`src/source/mcntrl_test_pkg.sv`:
```
// fixed four-channel build; status payload layout must track PAGE_BITS and FRAME_HEIGHT_BITS
`default_nettype none

package mcntrl_test_pkg;

    localparam int NUM_CHN           = 4;     // memory channels under test
    localparam int CHN_BITS          = 2;     // channel index width
    localparam int FRAME_HEIGHT_BITS = 16;    // line count width
    localparam int PAGE_BITS         = 4;     // page counter width, wraps
    localparam int PAYLOAD_BITS      = PAGE_BITS + FRAME_HEIGHT_BITS + 2;

    localparam logic [15:0] CMD_BASE_ADDR = 16'h00f0;  // command block base
    localparam logic [15:0] CMD_ADDR_MASK = 16'h07f0;  // bits taking part in match
    localparam int          CHN_MODE_BASE = 2;         // chn n mode at +2n, status ctrl +2n+1

    localparam logic [7:0] STATUS_REG_BASE    = 8'h3c;  // chn n reports at base + n
    localparam int         STATUS_PKT_BYTES   = 5;      // address byte + 4 data bytes
    localparam int         PKT_DATA_BITS      = 8 * (STATUS_PKT_BYTES - 1);
    localparam logic [1:0] STATUS_MODE_SINGLE = 2'b01;  // one packet per request

    // mode register view of the data byte
    typedef struct packed {
        logic [4:0] pad;          // not decoded
        logic       suspend;      // level
        logic       next_page;    // pulse
        logic       frame_start;  // pulse
    } cmd_mode_t;

    // status control view of the same byte
    typedef struct packed {
        logic [1:0] mode;  // only STATUS_MODE_SINGLE requests a packet
        logic [5:0] seq;   // echoed in packet byte 1
    } cmd_stat_t;

    typedef union packed {
        cmd_mode_t ctl;
        cmd_stat_t stat;
    } cmd_data_u;

    typedef struct packed {
        logic       we;    // one-cycle write strobe
        logic [3:0] addr;  // low address bits after match
        cmd_data_u  data;
    } cmd_wr_t;

    // controls toward one memory channel
    typedef struct packed {
        logic frame_start;
        logic next_page;
        logic suspend;
    } chn_ctrl_t;

    // progress coming back from one memory channel
    typedef struct packed {
        logic                         page_ready;
        logic                         frame_done;
        logic [FRAME_HEIGHT_BITS-1:0] line_unfinished;
    } chn_mem_t;

    typedef struct packed {
        logic [PAGE_BITS-1:0]         page;
        logic [FRAME_HEIGHT_BITS-1:0] line_unfinished;
        logic                         frame_finished;
        logic                         frame_busy;
    } chn_status_t;

    typedef struct packed {
        logic [7:0] ad;  // address byte while rq, then data bytes
        logic       rq;
    } stat_stream_t;

endpackage

`default_nettype wire

```
`src/source/cmd_deser.sv`:
```
// three-byte commands only (addr lo, addr hi, data), no back-pressure; cmd_stb restarts a command
`default_nettype none

module cmd_deser (
    input  logic                     mclk,
    input  logic                     mrst,
    input  logic [7:0]               cmd_ad,
    input  logic                     cmd_stb,
    output mcntrl_test_pkg::cmd_wr_t cmd_wr
);
    import mcntrl_test_pkg::*;

    logic [1:0]  phase;     // 0 idle, 1 high addr byte, 2 data byte
    logic [15:0] addr_sr;   // low byte shifted in first
    logic        addr_hit;  // masked compare against block base
    logic        wr_we;
    logic [3:0]  wr_addr;
    cmd_data_u   wr_data;

    assign addr_hit = ((addr_sr ^ CMD_BASE_ADDR) & CMD_ADDR_MASK) == 16'h0000;

    // byte phase tracking and write strobe
    always_ff @(posedge mclk) begin
        if (mrst) begin
            phase <= 2'd0;
            wr_we <= 1'b0;
        end else begin
            wr_we <= (phase == 2'd2) && addr_hit;  // 3 cycles after cmd_stb
            if (cmd_stb)
                phase <= 2'd1;  // byte 0 in this cycle
            else if (phase == 2'd1)
                phase <= 2'd2;
            else
                phase <= 2'd0;  // also after data byte
        end
    end

    // address assembly, lo ends up in [7:0]
    always_ff @(posedge mclk) begin
        if (cmd_stb || (phase == 2'd1))
            addr_sr <= {cmd_ad, addr_sr[15:8]};
    end

    // latch decoded write with the data byte
    always_ff @(posedge mclk) begin
        if (phase == 2'd2) begin
            wr_addr <= addr_sr[3:0];  // register select within block
            wr_data <= cmd_ad;
        end
    end

    assign cmd_wr = '{we: wr_we, addr: wr_addr, data: wr_data};

endmodule

`default_nettype wire

```
`src/source/chn_frame_ctrl.sv`:
```
// one channel; mode reg at CHN_MODE_BASE+2*CHN, status ctrl at the next address; page counter wraps
`default_nettype none

module chn_frame_ctrl #(
    parameter int CHN = 0  // channel index from the generate loop
) (
    input  logic                         mclk,
    input  logic                         mrst,
    input  mcntrl_test_pkg::cmd_wr_t     cmd_wr,
    input  mcntrl_test_pkg::chn_mem_t    mem,
    output mcntrl_test_pkg::chn_ctrl_t   ctrl,
    output mcntrl_test_pkg::chn_status_t status,
    output logic                         status_we,
    output mcntrl_test_pkg::cmd_data_u   status_data
);
    import mcntrl_test_pkg::*;

    logic                 mode_sel;        // write to this channel's mode reg
    logic [PAGE_BITS-1:0] page_cnt;
    logic                 frame_busy;
    logic                 frame_finished;

    assign mode_sel  = cmd_wr.we && (cmd_wr.addr == 4'(CHN_MODE_BASE + 2 * CHN));
    assign status_we = cmd_wr.we && (cmd_wr.addr == 4'(CHN_MODE_BASE + 2 * CHN + 1));
    assign status_data = cmd_wr.data;  // mode decoded downstream

    // pulses and suspend level, 4 cycles after cmd_stb
    always_ff @(posedge mclk) begin
        if (mrst) begin
            ctrl <= '0;
        end else begin
            ctrl.frame_start <= mode_sel && cmd_wr.data.ctl.frame_start;
            ctrl.next_page   <= mode_sel && cmd_wr.data.ctl.next_page;
            if (mode_sel)
                ctrl.suspend <= cmd_wr.data.ctl.suspend;  // held until rewritten
        end
    end

    // pages done within the current frame
    always_ff @(posedge mclk) begin
        if (mrst)
            page_cnt <= '0;
        else if (ctrl.frame_start)
            page_cnt <= '0;
        else if (mem.page_ready)
            page_cnt <= page_cnt + 1'b1;
    end

    // busy and finished are complementary once anything happened
    always_ff @(posedge mclk) begin
        if (mrst) begin
            frame_busy     <= 1'b0;
            frame_finished <= 1'b0;
        end else if (ctrl.frame_start && !mem.frame_done) begin
            frame_busy     <= 1'b1;
            frame_finished <= 1'b0;
        end else if (!ctrl.frame_start && mem.frame_done) begin
            frame_busy     <= 1'b0;
            frame_finished <= 1'b1;
        end
    end

    assign status = '{
        page:            page_cnt,
        line_unfinished: mem.line_unfinished,
        frame_finished:  frame_finished,
        frame_busy:      frame_busy
    };

endmodule

`default_nettype wire

```
`src/source/status_generate.sv`:
```
// single-shot status only; payload and seq sampled on start, no stall inside a packet
`default_nettype none

module status_generate #(
    parameter int CHN = 0  // selects the address byte
) (
    input  logic                          mclk,
    input  logic                          mrst,
    input  logic                          status_we,
    input  mcntrl_test_pkg::cmd_data_u    status_data,
    input  mcntrl_test_pkg::chn_status_t  status,
    output mcntrl_test_pkg::stat_stream_t stream,
    input  logic                          start
);
    import mcntrl_test_pkg::*;

    logic                     rq;        // pending packet
    logic                     single_wr; // status write asking for a packet
    logic [5:0]               seq_pend;  // seq from the last request
    logic [PAYLOAD_BITS-1:0]  payload;
    logic [PKT_DATA_BITS-1:0] pkt_sr;    // bytes 1..4, next byte in [7:0]
    logic [7:0]               addr_byte;

    assign single_wr = status_we && (status_data.stat.mode == STATUS_MODE_SINGLE);
    assign payload   = status;
    assign addr_byte = STATUS_REG_BASE + 8'(CHN);

    // request flag; start wins over a new write
    always_ff @(posedge mclk) begin
        if (mrst)
            rq <= 1'b0;
        else if (start)
            rq <= 1'b0;  // byte 0 taken
        else if (status_we)
            rq <= single_wr;  // other modes cancel
    end

    always_ff @(posedge mclk) begin
        if (single_wr)
            seq_pend <= status_data.stat.seq;
    end

    // snapshot on start, then one byte per cycle
    always_ff @(posedge mclk) begin
        if (start)
            pkt_sr <= PKT_DATA_BITS'({payload[PAYLOAD_BITS-1:2], seq_pend, payload[1:0]});
        else
            pkt_sr <= pkt_sr >> 8;  // drains to zero after byte 4
    end

    // address while waiting, data bytes afterwards
    assign stream = '{ad: (rq ? addr_byte : pkt_sr[7:0]), rq: rq};

endmodule

`default_nettype wire

```
`src/source/status_router.sv`:
```
// fixed priority, channel 0 highest; a granted packet owns the output for STATUS_PKT_BYTES cycles
`default_nettype none

module status_router (
    input  logic                          mclk,
    input  logic                          mrst,
    input  mcntrl_test_pkg::stat_stream_t streams_in [mcntrl_test_pkg::NUM_CHN],
    output logic [mcntrl_test_pkg::NUM_CHN-1:0] starts_out,
    output logic [7:0]                    status_ad,
    output logic                          status_rq,
    input  logic                          status_start
);
    import mcntrl_test_pkg::*;

    logic                busy;      // packet body in flight
    logic [CHN_BITS-1:0] sel;       // owner while busy
    logic [2:0]          byte_cnt;  // data bytes left after this one
    logic [CHN_BITS-1:0] pri;       // lowest requesting channel
    logic                any_rq;
    logic [CHN_BITS-1:0] cur;       // channel shown on the output
    logic                grant;     // byte 0 accepted this cycle

    // priority encoder, scan high to low so channel 0 wins
    always_comb begin
        pri    = '0;
        any_rq = 1'b0;
        for (int i = NUM_CHN - 1; i >= 0; i--) begin
            if (streams_in[i].rq) begin
                pri    = CHN_BITS'(i);
                any_rq = 1'b1;
            end
        end
    end

    assign cur       = busy ? sel : pri;
    assign status_rq = !busy && any_rq;   // no extra latency
    assign status_ad = streams_in[cur].ad;
    assign grant     = status_start && status_rq;

    // forward start only to the current winner
    always_comb begin
        starts_out      = '0;
        starts_out[pri] = grant;
    end

    // ownership for bytes 1..4
    always_ff @(posedge mclk) begin
        if (mrst) begin
            busy     <= 1'b0;
            sel      <= '0;
            byte_cnt <= '0;
        end else if (!busy) begin
            if (grant) begin
                busy     <= 1'b1;
                sel      <= pri;
                byte_cnt <= 3'(STATUS_PKT_BYTES - 2);  // counts down to last byte
            end
        end else if (byte_cnt == 3'd0) begin
            busy <= 1'b0;  // last byte out this cycle
        end else begin
            byte_cnt <= byte_cnt - 1'b1;
        end
    end

endmodule

`default_nettype wire

```
`src/source/mcntrl_test_top.sv`:
```
// four-channel test controller; status_start must come only while status_rq is high
`default_nettype none

module mcntrl_test_top (
    input  logic                       mclk,
    input  logic                       mrst,
    input  logic [7:0]                 cmd_ad,        // byte-serial command
    input  logic                       cmd_stb,       // marks address low byte
    output logic [7:0]                 status_ad,     // address then 4 data bytes
    output logic                       status_rq,
    input  logic                       status_start,  // takes byte 0
    output mcntrl_test_pkg::chn_ctrl_t chn_ctrl [mcntrl_test_pkg::NUM_CHN],
    input  mcntrl_test_pkg::chn_mem_t  chn_mem  [mcntrl_test_pkg::NUM_CHN]
);
    import mcntrl_test_pkg::*;

    cmd_wr_t            cmd_wr;                 // shared decoded write
    chn_status_t        chn_status [NUM_CHN];   // controller to generator
    logic               stat_we    [NUM_CHN];
    cmd_data_u          stat_data  [NUM_CHN];
    stat_stream_t       streams    [NUM_CHN];   // generators to router
    logic [NUM_CHN-1:0] starts;

    cmd_deser i_cmd_deser (
        .mclk    (mclk),
        .mrst    (mrst),
        .cmd_ad  (cmd_ad),
        .cmd_stb (cmd_stb),
        .cmd_wr  (cmd_wr)
    );

    // one controller and one generator per channel
    for (genvar n = 0; n < NUM_CHN; n++) begin : g_chn
        chn_frame_ctrl #(
            .CHN (n)
        ) i_frame_ctrl (
            .mclk        (mclk),
            .mrst        (mrst),
            .cmd_wr      (cmd_wr),
            .mem         (chn_mem[n]),
            .ctrl        (chn_ctrl[n]),
            .status      (chn_status[n]),
            .status_we   (stat_we[n]),
            .status_data (stat_data[n])
        );

        status_generate #(
            .CHN (n)
        ) i_status_gen (
            .mclk        (mclk),
            .mrst        (mrst),
            .status_we   (stat_we[n]),
            .status_data (stat_data[n]),
            .status      (chn_status[n]),
            .stream      (streams[n]),
            .start       (starts[n])
        );
    end

    status_router i_status_router (
        .mclk         (mclk),
        .mrst         (mrst),
        .streams_in   (streams),
        .starts_out   (starts),
        .status_ad    (status_ad),
        .status_rq    (status_rq),
        .status_start (status_start)
    );

endmodule

`default_nettype wire

```
`config.mk`:
```
export PLATFORM = sky130hd
export DESIGN_NAME = mcntrl_test_top
export DESIGN_NICKNAME = d
export VERILOG_FILES = /design/src/source/mcntrl_test_pkg.sv /design/src/source/cmd_deser.sv /design/src/source/chn_frame_ctrl.sv /design/src/source/status_generate.sv /design/src/source/status_router.sv /design/src/source/mcntrl_test_top.sv
export SDC_FILE = /design/constraint.sdc
export NUM_CORES = 1
export LEC_CHECK = 0
export CORE_MARGIN = 2
export CORE_UTILIZATION = 40
export CTS_BUF_LIST = sky130_fd_sc_hd__clkbuf_8 sky130_fd_sc_hd__clkbuf_16
export DETAILED_ROUTE_END_ITERATION = 7
export DONT_BUFFER_PORTS = 1
export SYNTH_ARGS = -nofsm -noshare
export SYNTH_HDL_FRONTEND = slang
export SYNTH_SLANG_ARGS = --single-unit
```
`constraint.sdc`:
```
create_clock -name mclk -period 1.57 [get_ports mclk]
set_input_delay 0 -clock mclk [delete_from_list [all_inputs] [get_ports mclk]]
set_output_delay 0 -clock mclk [all_outputs]
set_load 0.005 [all_outputs]
```
==> results.cfg, run 1 <==
[power]
p_leak_nw = 4.06
p_per_area_nw_per_um2 = 1130
p_total_w = 0.0111
peakVddDrop_mv = 0.799

[timing]
worst_slew_pin_slew_ns = 0.505
rsz0062_at_grt = yes
skew_ns = 0.00918
setup-violations-final = 8
hold_viol = 0
period_needed_ns = 1.99
final_max_slew_viol_count = 0
max_freq_mhz = 502
worst_slack_ns = -0.422
relSlewSlack_pct = 66.3
fin_crit_sh_pct = 127

[grt]
grt_pass1_vias = 5135
grtUsageTotal_pct = 16.7
antenna_found_initial = 0
grt-ovfl-total = 0
grt_max_degree = 41
grt_pass1_wl_mm = 26.0

[yosys]
syn_avg_cell_area_um2 = 11.5
synth_compound_area_share_pct = 3.63
syn_nets = 744
synth_fa_ha_area_share_pct = 2.36
synth_mux_area_share_pct = 8.77
synth-seq-cells = 213
ys.flop_type = dfxtp_1
async_reset_ff_share_pct = 0
ys_seq_area_share_pct = 64.3
synth_edf_count = 52
ys_types = 46
synth-warning-count = 0
syn_area_um2 = 7440
synth_xor_area_share_pct = 1.41
synth_top_family_by_area = simple AND/OR/NAND/NOR gates
synthCells = 646
synth-simple-area-share_pct = 16.7

[critical_path]
cp_num_buf_inv = 2
crit_path_end_kind = primary output
cp_top_family = compound AO/OA/AOI/OAI gates
crit_path_start_kind = register
cp.arrival_ns = 1.99
path_cells = buf_8 -> nor4b_4 -> o21bai_4 -> o22a_1 -> mux2i_1 -> buf_4
slowest_stage = dfxtp_4
cpPeakStageDelay_ns = 0.37
path_max_fanout = 8
required_ns = 1.57
path_class = reg2out

[cells_and_area]
area_growth_pct = 31.9
layout-drive-gt1-share_pct = 19.4
fin_nets = 871
diodes = 0
n_fill_cell = 1518

[die]
die_area_um2 = 19700
initial_utilization_pct = 41.1
die_height_um = 140
core_um2 = 18100
boundaryPins = 105
num_rows = 49
dieWidth_um = 140

[clocking]
clock-root-buffer = clkbuf_16
cts-buffers-inserted = 23
cts.path.max_buffers = 3
clk_pin_slew_ns = 0.06
clk_latency_ns = 0.50
cts_sinks = 213
cts_tree = built
htreeDepth = 1

[routing]
final_antenna_net_count = 0
drtIter0Drc = 247
routedLengthMet1_mm = 7.23
viasPerCell = 4.88
drc = 0
met2WireLength_mm = 8.23
drtPass1Iterations = 6
routed-wl-met3_um = 933
drt_wl_total_mm = 16.8
wl_per_cell_um = 16.5
top_layer = met4
vias = 4967

[outcome]
violations = negative setup slack
status = finished, violations left

[place]
port_buffers = 0
place.gp.congestion = 0.818
dp_hpwl_mm = 10.9
place_ws_ns = -0.140

[run]
max_cap_viol_count = 0

[hold_path]
hp-class = in2reg
through the flow:
stage	cells	setup TNS, ns	hold WS [ns]	util, %	cell area (um^2)
final	1018	-3.02	0.143	54.2	9810
after global routing	1018	-3.68	0.153	54.2	9810
after CTS	1015	-2.70	0.0315	53.7	9720
after detailed placement	886	-0.362	0.0780	43.9	7930
after global placement	886	-0.325	0.0774	43.9	7930
after floorplan	646	0	0.0789	-	7440
layer usage:
metal	GRT usage [%]	vias up
li1	-	2445
met1	21.0	2387
met2	28.9	108
met3	3.45	27
met4	5.21	0
met5	0	-
power breakdown:
group	total, W	internal [W]	leakage (nW)	switching [W]
sequential	0.00572	0.00568	1.79	0.0000454
clock	0.00505	0.00296	0.379	0.00209
combinational	0.000328	0.000205	1.89	0.000124
placed cells by master, fill, tap and decap left out, types with 3 or more instances in the layout:
master and n:
nand4_1 5, nor2b_1 7, inv_1 22, and3_1 10
buf_4 34, xor2_1 8, clkbuf_8 4, xnor2_1 4
a21oi_1 5, clkbuf_16 25, mux2_2 41, o22ai_2 4
nor2_1 32, dfxtp_1 156, clkinv_2 3, o22ai_1 7
ha_1 14, nand2b_1 5, buf_12 7, nand2_1 134
and2_1 25, nand3_1 5, dlygate4sd3_1 85, nor3_1 27
edfxtp_1 52, mux2i_1 18, dfxtp_4 3
worst reg2reg max path, stage by stage, from the launching register on:
cell and delay, ns:
dfxtp_4 0.37, buf_4 0.14, nand2b_4 0.16, nor3_4 0.16
buf_12 0.20, mux2_2 0.37
final cells by class:
type	count	area, um^2	area share, %
flip-flops and latches	213	4800	48.9
multi-input cells	390	2650	27.0
repair buffers	128	1290	13.1
clock buffers	28	656	6.69
well taps	229	287	2.92
clock inverters	13	65.1	0.664
inverters	17	63.8	0.651
synth_stat cells, types with 3 or more instances:
| library cell | n | area (um^2) |
|---|---|---|
| dfxtp_1 | 161 | 3220 |
| nand2_1 | 134 | 503 |
| edfxtp_1 | 52 | 1560 |
| mux2_2 | 41 | 462 |
| nor2_1 | 33 | 124 |
| nor3_1 | 27 | 135 |
| and2_1 | 25 | 156 |
| mux2i_1 | 19 | 190 |
| inv_1 | 17 | 63.8 |
| ha_1 | 14 | 175 |
| o22ai_1 | 12 | 75.1 |
| and3_1 | 10 | 62.6 |
| buf_2 | 9 | 45.0 |
| clkbuf_1 | 8 | 30.0 |
| nor2b_1 | 8 | 50.1 |
| xor2_1 | 8 | 70.1 |
| nand2b_1 | 7 | 43.8 |
| a21oi_1 | 6 | 30.0 |
| nand3_1 | 5 | 25.0 |
| nand4_1 | 5 | 31.3 |
| buf_4 | 4 | 30.0 |
| xnor2_1 | 4 | 35.0 |
| a22oi_1 | 3 | 22.5 |
| buf_6 | 3 | 33.8 |
state kept, by name, indices dropped and copies added, names as in the netlist, 2 cells and up:
register and count:
i_status_router.byte_cnt 3, g_chn.i_frame_ctrl.frame_finished 4, g_chn.i_status_gen.seq_pend 24, i_cmd_deser.wr_data 8
i_cmd_deser.phase 2, i_cmd_deser.addr_sr 16, i_cmd_deser.wr_addr 4, g_chn.i_status_gen.pkt_sr 112
g_chn.i_frame_ctrl.frame_busy 4, i_status_router.sel 2, g_chn.i_status_gen.rq 4, g_chn.i_frame_ctrl.ctrl 12
g_chn.i_frame_ctrl.page_cnt 16
repair_timing:
item                                    CTS  global route
setup buffers                             3             1
hold buffers                             85             1
resized for setup                        35             8
pin swaps                                10             1
endpoints found under the setup margin    9            21
cloned                                    0             1
endpoints found under the hold margin   149             1
path summary, 6_finish.rpt:
check	cells past startpoint	slack, ns	to	start
setup / recovery	6	-0.42	status_ad[6]	i_status_router.busy
hold / removal	3	0.14	g_chn[2].i_status_gen.pkt_sr[17]	chn_mem[27]
setup reg to reg	5	0.05	g_chn[1].i_status_gen.pkt_sr[8]	i_status_router.busy
hold reg to reg	0	0.42	i_cmd_deser.addr_sr[6]	i_cmd_deser.addr_sr[14]
kinds of logic (layout without fill, tap and decap cells):
logic type / Yosys count / in the layout
mux: 60 / 60
flops: 213 / 213
xor+xnor: 12 / 12
compound gates: 37 / 37
simple gates: 267 / 267
fa+ha+maj: 14 / 14
buf+inv: 43 / 186
Power figures use the tool's default switching activity.
==> run 2: changes to the inputs <==
--- a/config.mk
+++ b/config.mk
@@ -5,11 +5,13 @@
 export SDC_FILE = /design/constraint.sdc
 export NUM_CORES = 1
 export LEC_CHECK = 0
+export ABC_AREA = 1
 export CORE_MARGIN = 2
 export CORE_UTILIZATION = 40
 export CTS_BUF_LIST = sky130_fd_sc_hd__clkbuf_8 sky130_fd_sc_hd__clkbuf_16
 export DETAILED_ROUTE_END_ITERATION = 7
 export DONT_BUFFER_PORTS = 1
+export SETUP_SLACK_MARGIN = 0.2
 export SYNTH_ARGS = -nofsm -noshare
 export SYNTH_HDL_FRONTEND = slang
 export SYNTH_SLANG_ARGS = --single-unit
==> run 2 against run 1 <==
  * The flow still finishes with violations (negative setup slack)
  * Sequential power barely moved
  * Register-to-register slack got worse by 0.11 ns
  * Count of clock-buffer cells in the layout fell by 4
  * Sequential cell count did not move
  * Area after synthesis rose by 2.6%
  * Critical endpoint unchanged
  * Largest power group unchanged
==> results.cfg, run 2 <==
[cells_and_area]
largestRegisters = g_chn.i_status_gen.pkt_sr (112), g_chn.i_status_gen.seq_pend (24)
layout-drive-gt1-share_pct = 29.2
area.sequential_um2 = 4790
final_common_cell = nand2_1
regMostFlops = g_chn.i_status_gen.pkt_sr
multiInputGateArea_um2 = 2960
utilization_pct = 58.7
fin_nets = 1086
final_cell_mix = nand2_1 (164), dfxtp_1 (155), nand2_2 (84), dlygate4sd3_1 (84), nor2_1 (79)
area_growth_pct = 43.8
instances_no_fill = 1239
n_fill_cell = 1505
diodes = 0
largest_reg_flops = 112

[clocking]
clock-root-buffer = clkbuf_16
cts-buffers-inserted = 23
clk_latency_ns = 0.51
cts_sinks = 213
cts.path.max_buffers = 3
cts_tree = built
clk_pin_slew_ns = 0.06
htreeDepth = 1

[yosys]
syn_area_um2 = 7630
yosysTopAreaCellShare_pct = 42.2
async_reset_ff_share_pct = 0
ys_seq_area_share_pct = 62.7
synth-seq-cells = 213
synth_common_cells = nand2_1 (256), dfxtp_1 (161), nor2_1 (99)
ys_types = 25
ys.flop_type = dfxtp_1
synth_edf_count = 52
yosysMostFrequentCell = nand2_1
synthCells = 834
syn_avg_cell_area_um2 = 9.15
syn_nets = 932
yosys-top-cells-area = dfxtp_1 (42%), edfxtp_1 (20%), nand2_1 (13%)
yosysTopAreaCell = dfxtp_1
synth-warning-count = 0

[die]
initial_utilization_pct = 40.8
dieWidth_um = 142
num_rows = 50
core_um2 = 18700
die_area_um2 = 20200
boundaryPins = 105
die_height_um = 142

[timing]
hold_viol = 0
worst_slack_ns = -0.0779
fin_crit_sh_pct = 105
hold_ws_ns = 0.106
final_max_slew_viol_count = 0
worst_slew_pin_slew_ns = 0.893
relSlewSlack_pct = 40.5
rsz0062_at_grt = yes
period_needed_ns = 1.65
skew_ns = 0.0112
setup-violations-final = 61
max_freq_mhz = 607

[routing]
drt_wl_total_mm = 19.4
final_antenna_net_count = 0
vias = 5933
drtIter0Drc = 304
drtPass1Iterations = 5
wl_per_cell_um = 15.7
viasPerCell = 4.79
drc = 0

[critical_path]
required_ns = 1.57
crit_path_end_kind = primary output
path_class = reg2out
cp.arrival_ns = 1.65
path_max_fanout = 5
crit_path_start_kind = register

[grt]
grt-ovfl-total = 0
grt_pass1_vias = 5995
grt_pass1_wl_mm = 30.1
antenna_found_initial = 0
grtUsageTotal_pct = 18.9
grt_max_degree = 31

[place]
place_inst = 1064
port_buffers = 0
place.gp.congestion = 0.824
place_ws_ns = 0.0968
dp_hpwl_mm = 11.0

[outcome]
violations = negative setup slack
status = finished, violations left

[run]
max_cap_viol_count = 0

[hold_path]
hp-class = in2reg

[power]
p_total_w = 0.0113
p_per_area_nw_per_um2 = 1030
p_leak_nw = 4.74
peakVddDrop_mv = 1.17
==> run 2: report_power, final <==
group	leakage [nW]	internal, W	switching, W
Combinational	2.57	0.000191	0.000154
Clock	0.383	0.00305	0.00216
Sequential	1.79	0.00568	0.0000410
==> run 2: per-layer routing <==
layer	global-route usage [%]	routed length (um)	vias to the layer above
met4	5.11	427	0
met5	0	0	-
met3	4.04	975	36
li1	-	-	2962
met2	33.4	9650	150
met1	23.4	8360	2785
==> run 2: cell families after synthesis <==
family | Yosys count | share of synthesized area (%)
AO/OA/AOI/OAI | 41 | 2.79
buffers and inverters | 114 | 6.20
adder cells (fa/ha/maj) | 14 | 2.30
multiplexers | 19 | 2.80
AND/OR/NAND/NOR | 433 | 23.2
flip-flops | 213 | 62.7
==> run 2: worst max-delay path, cell delays in order, from the launching register on <==
cell     delay [ns]
dfxtp_2        0.38
inv_4          0.06
buf_4          0.14
nand2_2        0.13
nand2_1        0.08
nand2_1        0.12
nand3_2        0.10
nand2_2        0.09
inv_2          0.04
==> run 2: worst paths after layout <==
path                                      end                             start  depth (start not counted)  slack [ns]
max                              status_ad[6]          g_chn[0].i_status_gen.rq                          8       -0.08
min                      i_cmd_deser.phase[1]                              mrst                          2        0.11
max reg2reg  g_chn[3].i_status_gen.pkt_sr[13]          g_chn[3].i_status_gen.rq                         11       -0.06
min reg2reg  g_chn[3].i_status_gen.pkt_sr[10]  g_chn[3].i_status_gen.pkt_sr[18]                          2        0.42
==> run 2: area by class of cell <==
cell class                 count  area share (%)
clock buffer                  24            5.37
clock inverter                18            1.29
inverter                      88            3.55
multi-input combinational    508            27.0
sequential                   213            43.7
tap                          234            2.67
timing repair buffer         151            16.1
timing repair inverter         3           0.353
==> run 2: per-stage QoR <==
stage               setup TNS [ns]  instance area [um^2]
finish                       -1.85                 11000
global route                 -8.58                 11000
CTS                         -0.526                 10700
detailed placement               0                  7990
global placement                 0                  7990
floorplan                        0                  7650
==> run 2: repair_timing <==
action                                  CTS  global route
endpoints found under the setup margin   97           168
gates cloned                             15             0
setup buffers                            25             8
pin swaps                                82            20
gates resized for setup                 181            58
hold buffers                             85             0
endpoints found under the hold margin   145             0
==> run 3: changes to the inputs <==
--- a/config.mk
+++ b/config.mk
@@ -7,10 +7,11 @@
 export LEC_CHECK = 0
 export ABC_AREA = 1
 export CORE_MARGIN = 2
-export CORE_UTILIZATION = 40
+export CORE_UTILIZATION = 55
 export CTS_BUF_LIST = sky130_fd_sc_hd__clkbuf_8 sky130_fd_sc_hd__clkbuf_16
 export DETAILED_ROUTE_END_ITERATION = 7
 export DONT_BUFFER_PORTS = 1
+export PLACE_DENSITY = 0.73
 export SETUP_SLACK_MARGIN = 0.2
 export SYNTH_ARGS = -nofsm -noshare
 export SYNTH_HDL_FRONTEND = slang
==> run 3 against run 2 <==
  * The run still ends with negative setup slack left
  * Worst hold slack better by 0.043 ns
  * First-iteration DRC count rose by 27%
  * Critical path depth stayed put
  * Register-to-register slack better by 0.16 ns
  * Combinational power fell by 3%
  * Sequential cell count did not move
  * Worst setup slack improved by 0.039 ns
  * Global-route usage rose by 5.2 points
  * Die area shrank 27%
  * Sequential power about the same
  * Fmax is 2.4% higher
  * Non-clock buffer count is 30 lower
  * Critical path type unchanged
==> results.cfg, run 3 (synthesis gave the netlist of run 2 again) <==
[outcome]
status = finished, violations left
violations = negative setup slack

[die]
core_um2 = 13700
die_area_um2 = 14800
boundaryPins = 105
dieWidth_um = 122
initial_utilization_pct = 55.6
num_rows = 43
die_height_um = 122

[grt]
antenna_found_initial = 1
grt_use_met3_pct = 4.54
grt-busiest-layer = met2
grtUsageTotal_pct = 24.1
grt-ovfl-total = 0
grt_max_degree = 31
grt_pass1_wl_mm = 27.8
grt_pass1_vias = 5660
use_met1_pct = 29.8
met2_usage_pct = 42.4

[timing]
hold_viol = 0
period_needed_ns = 1.61
max_freq_mhz = 621
skew_ns = 0.0142
fin_crit_sh_pct = 103
final_max_slew_viol_count = 0
hold_ws_ns = 0.149
rsz0062_at_grt = yes
worst_slack_ns = -0.0394
worst_slew_pin_slew_ns = 0.866
setup-violations-final = 5
relSlewSlack_pct = 42.3
setup_tns_ns = -0.142

[cells_and_area]
final_cell_mix = nand2_1 (237), dfxtp_1 (156), nor2_1 (91), dlygate4sd3_1 (82), inv_1 (77)
multiInputGateArea_um2 = 2760
final_common_cell = nand2_1
n_fill_cell = 935
largestRegisters = g_chn.i_status_gen.pkt_sr (112), g_chn.i_status_gen.seq_pend (24)
regMostFlops = g_chn.i_status_gen.pkt_sr
largest_reg_flops = 112
area.sequential_um2 = 4800
area_growth_pct = 31.5
fin_nets = 1052
layout-drive-gt1-share_pct = 17.8

[routing]
wl_per_cell_um = 15.8
drt_wl_total_mm = 18.2
final_antenna_net_count = 0
drc = 0
viasPerCell = 5.08
drtIter0Drc = 386
drtPass1Iterations = 5
vias = 5837

[clocking]
cts_sinks = 213
clock-root-buffer = clkbuf_16
cts_tree = built
cts.path.max_buffers = 3
clk_latency_ns = 0.50
htreeDepth = 1
cts-buffers-inserted = 21
clk_pin_slew_ns = 0.06

[critical_path]
cp_top_family = simple AND/OR/NAND/NOR gates
cpPeakStageDelay_ns = 0.32
cp.arrival_ns = 1.61
required_ns = 1.57
path_max_fanout = 6
path_cells = inv_2 -> nand2_2 -> nand2_4 -> nand3_4 -> buf_6 -> nand3_2 -> nand3_2 -> nand2_2
cp_num_buf_inv = 2
crit_path_start_kind = register
crit_path_end_kind = primary output
path_class = reg2out
slowest_stage = dfxtp_2

[place]
place.gp.congestion = 0.888
port_buffers = 0
dp_hpwl_mm = 10.5

[run]
max_cap_viol_count = 0

[power]
p_total_w = 0.0110
peakVddDrop_mv = 0.945
p_leak_nw = 4.47
p_per_area_nw_per_um2 = 1100

[hold_path]
hp-class = in2reg
-- run 3: per-layer routing --
layer / up-vias / wire (um)
li1: 2884 / -
met3: 41 / 1170
met4: 0 / 508
met1: 2743 / 7460
met5: - / 0
met2: 169 / 9070
-- run 3: final timing paths --
check                                            startpoint                               to  slack, ns  depth (start not counted)
worst max-delay path               g_chn[2].i_status_gen.rq                     status_ad[4]      -0.04                          8
worst min-delay path                            chn_mem[18]  g_chn[2].i_status_gen.pkt_sr[8]       0.15                          3
worst max register to register  i_status_router.byte_cnt[0]      i_status_router.byte_cnt[2]       0.10                          7
worst min register to register      i_cmd_deser.addr_sr[11]           i_cmd_deser.addr_sr[3]       0.42                          0
-- run 3: layout make-up --
class                           count  area share [%]
Sequential cell                   213            47.8
Multi-Input combinational cell    507            27.4
Timing Repair Buffer              121            11.9
Clock buffer                       21            5.24
Inverter                           88            3.62
Tap cell                          180            2.24
Clock inverter                     17            1.52
Timing Repair inverter              2           0.150
Antenna cell                        1          0.0249
-- run 3: stage by stage --
step | std cells | worst slack [ns] | area [um^2] | utilization (%)
after floorplan | 834 | 0.200 | 7650 | -
after global routing | 1150 | -0.109 | 10000 | 73.2
after global placement | 1011 | 0.116 | 7920 | 57.7
after CTS | 1146 | 0.00915 | 9840 | 71.7
after detailed placement | 1011 | 0.0807 | 7920 | 57.7
final | 1150 | -0.0394 | 10000 | 73.2
-- run 3: where the power goes --
part	internal [W]	total, W	switching [W]
clock	0.00293	0.00496	0.00204
combinational	0.000187	0.000334	0.000147
sequential	0.00567	0.00571	0.0000379
-- run 3: repair_timing --
action                                 in CTS  in global routing
setup endpoints to repair                 132                153
endpoints found under the hold margin     165                  0
setup buffers                               9                  2
cloned                                      5                  1
hold buffers                               83                  0
resized for setup                          84                 48
pin swaps                                  27                 11
-- run 3: tightest hold or removal path: cells and delay by family --
kind | cells | cell delay [ns]
buffers and inverters | 1 | 0.52
and+or+nand+nor | 2 | 0.10
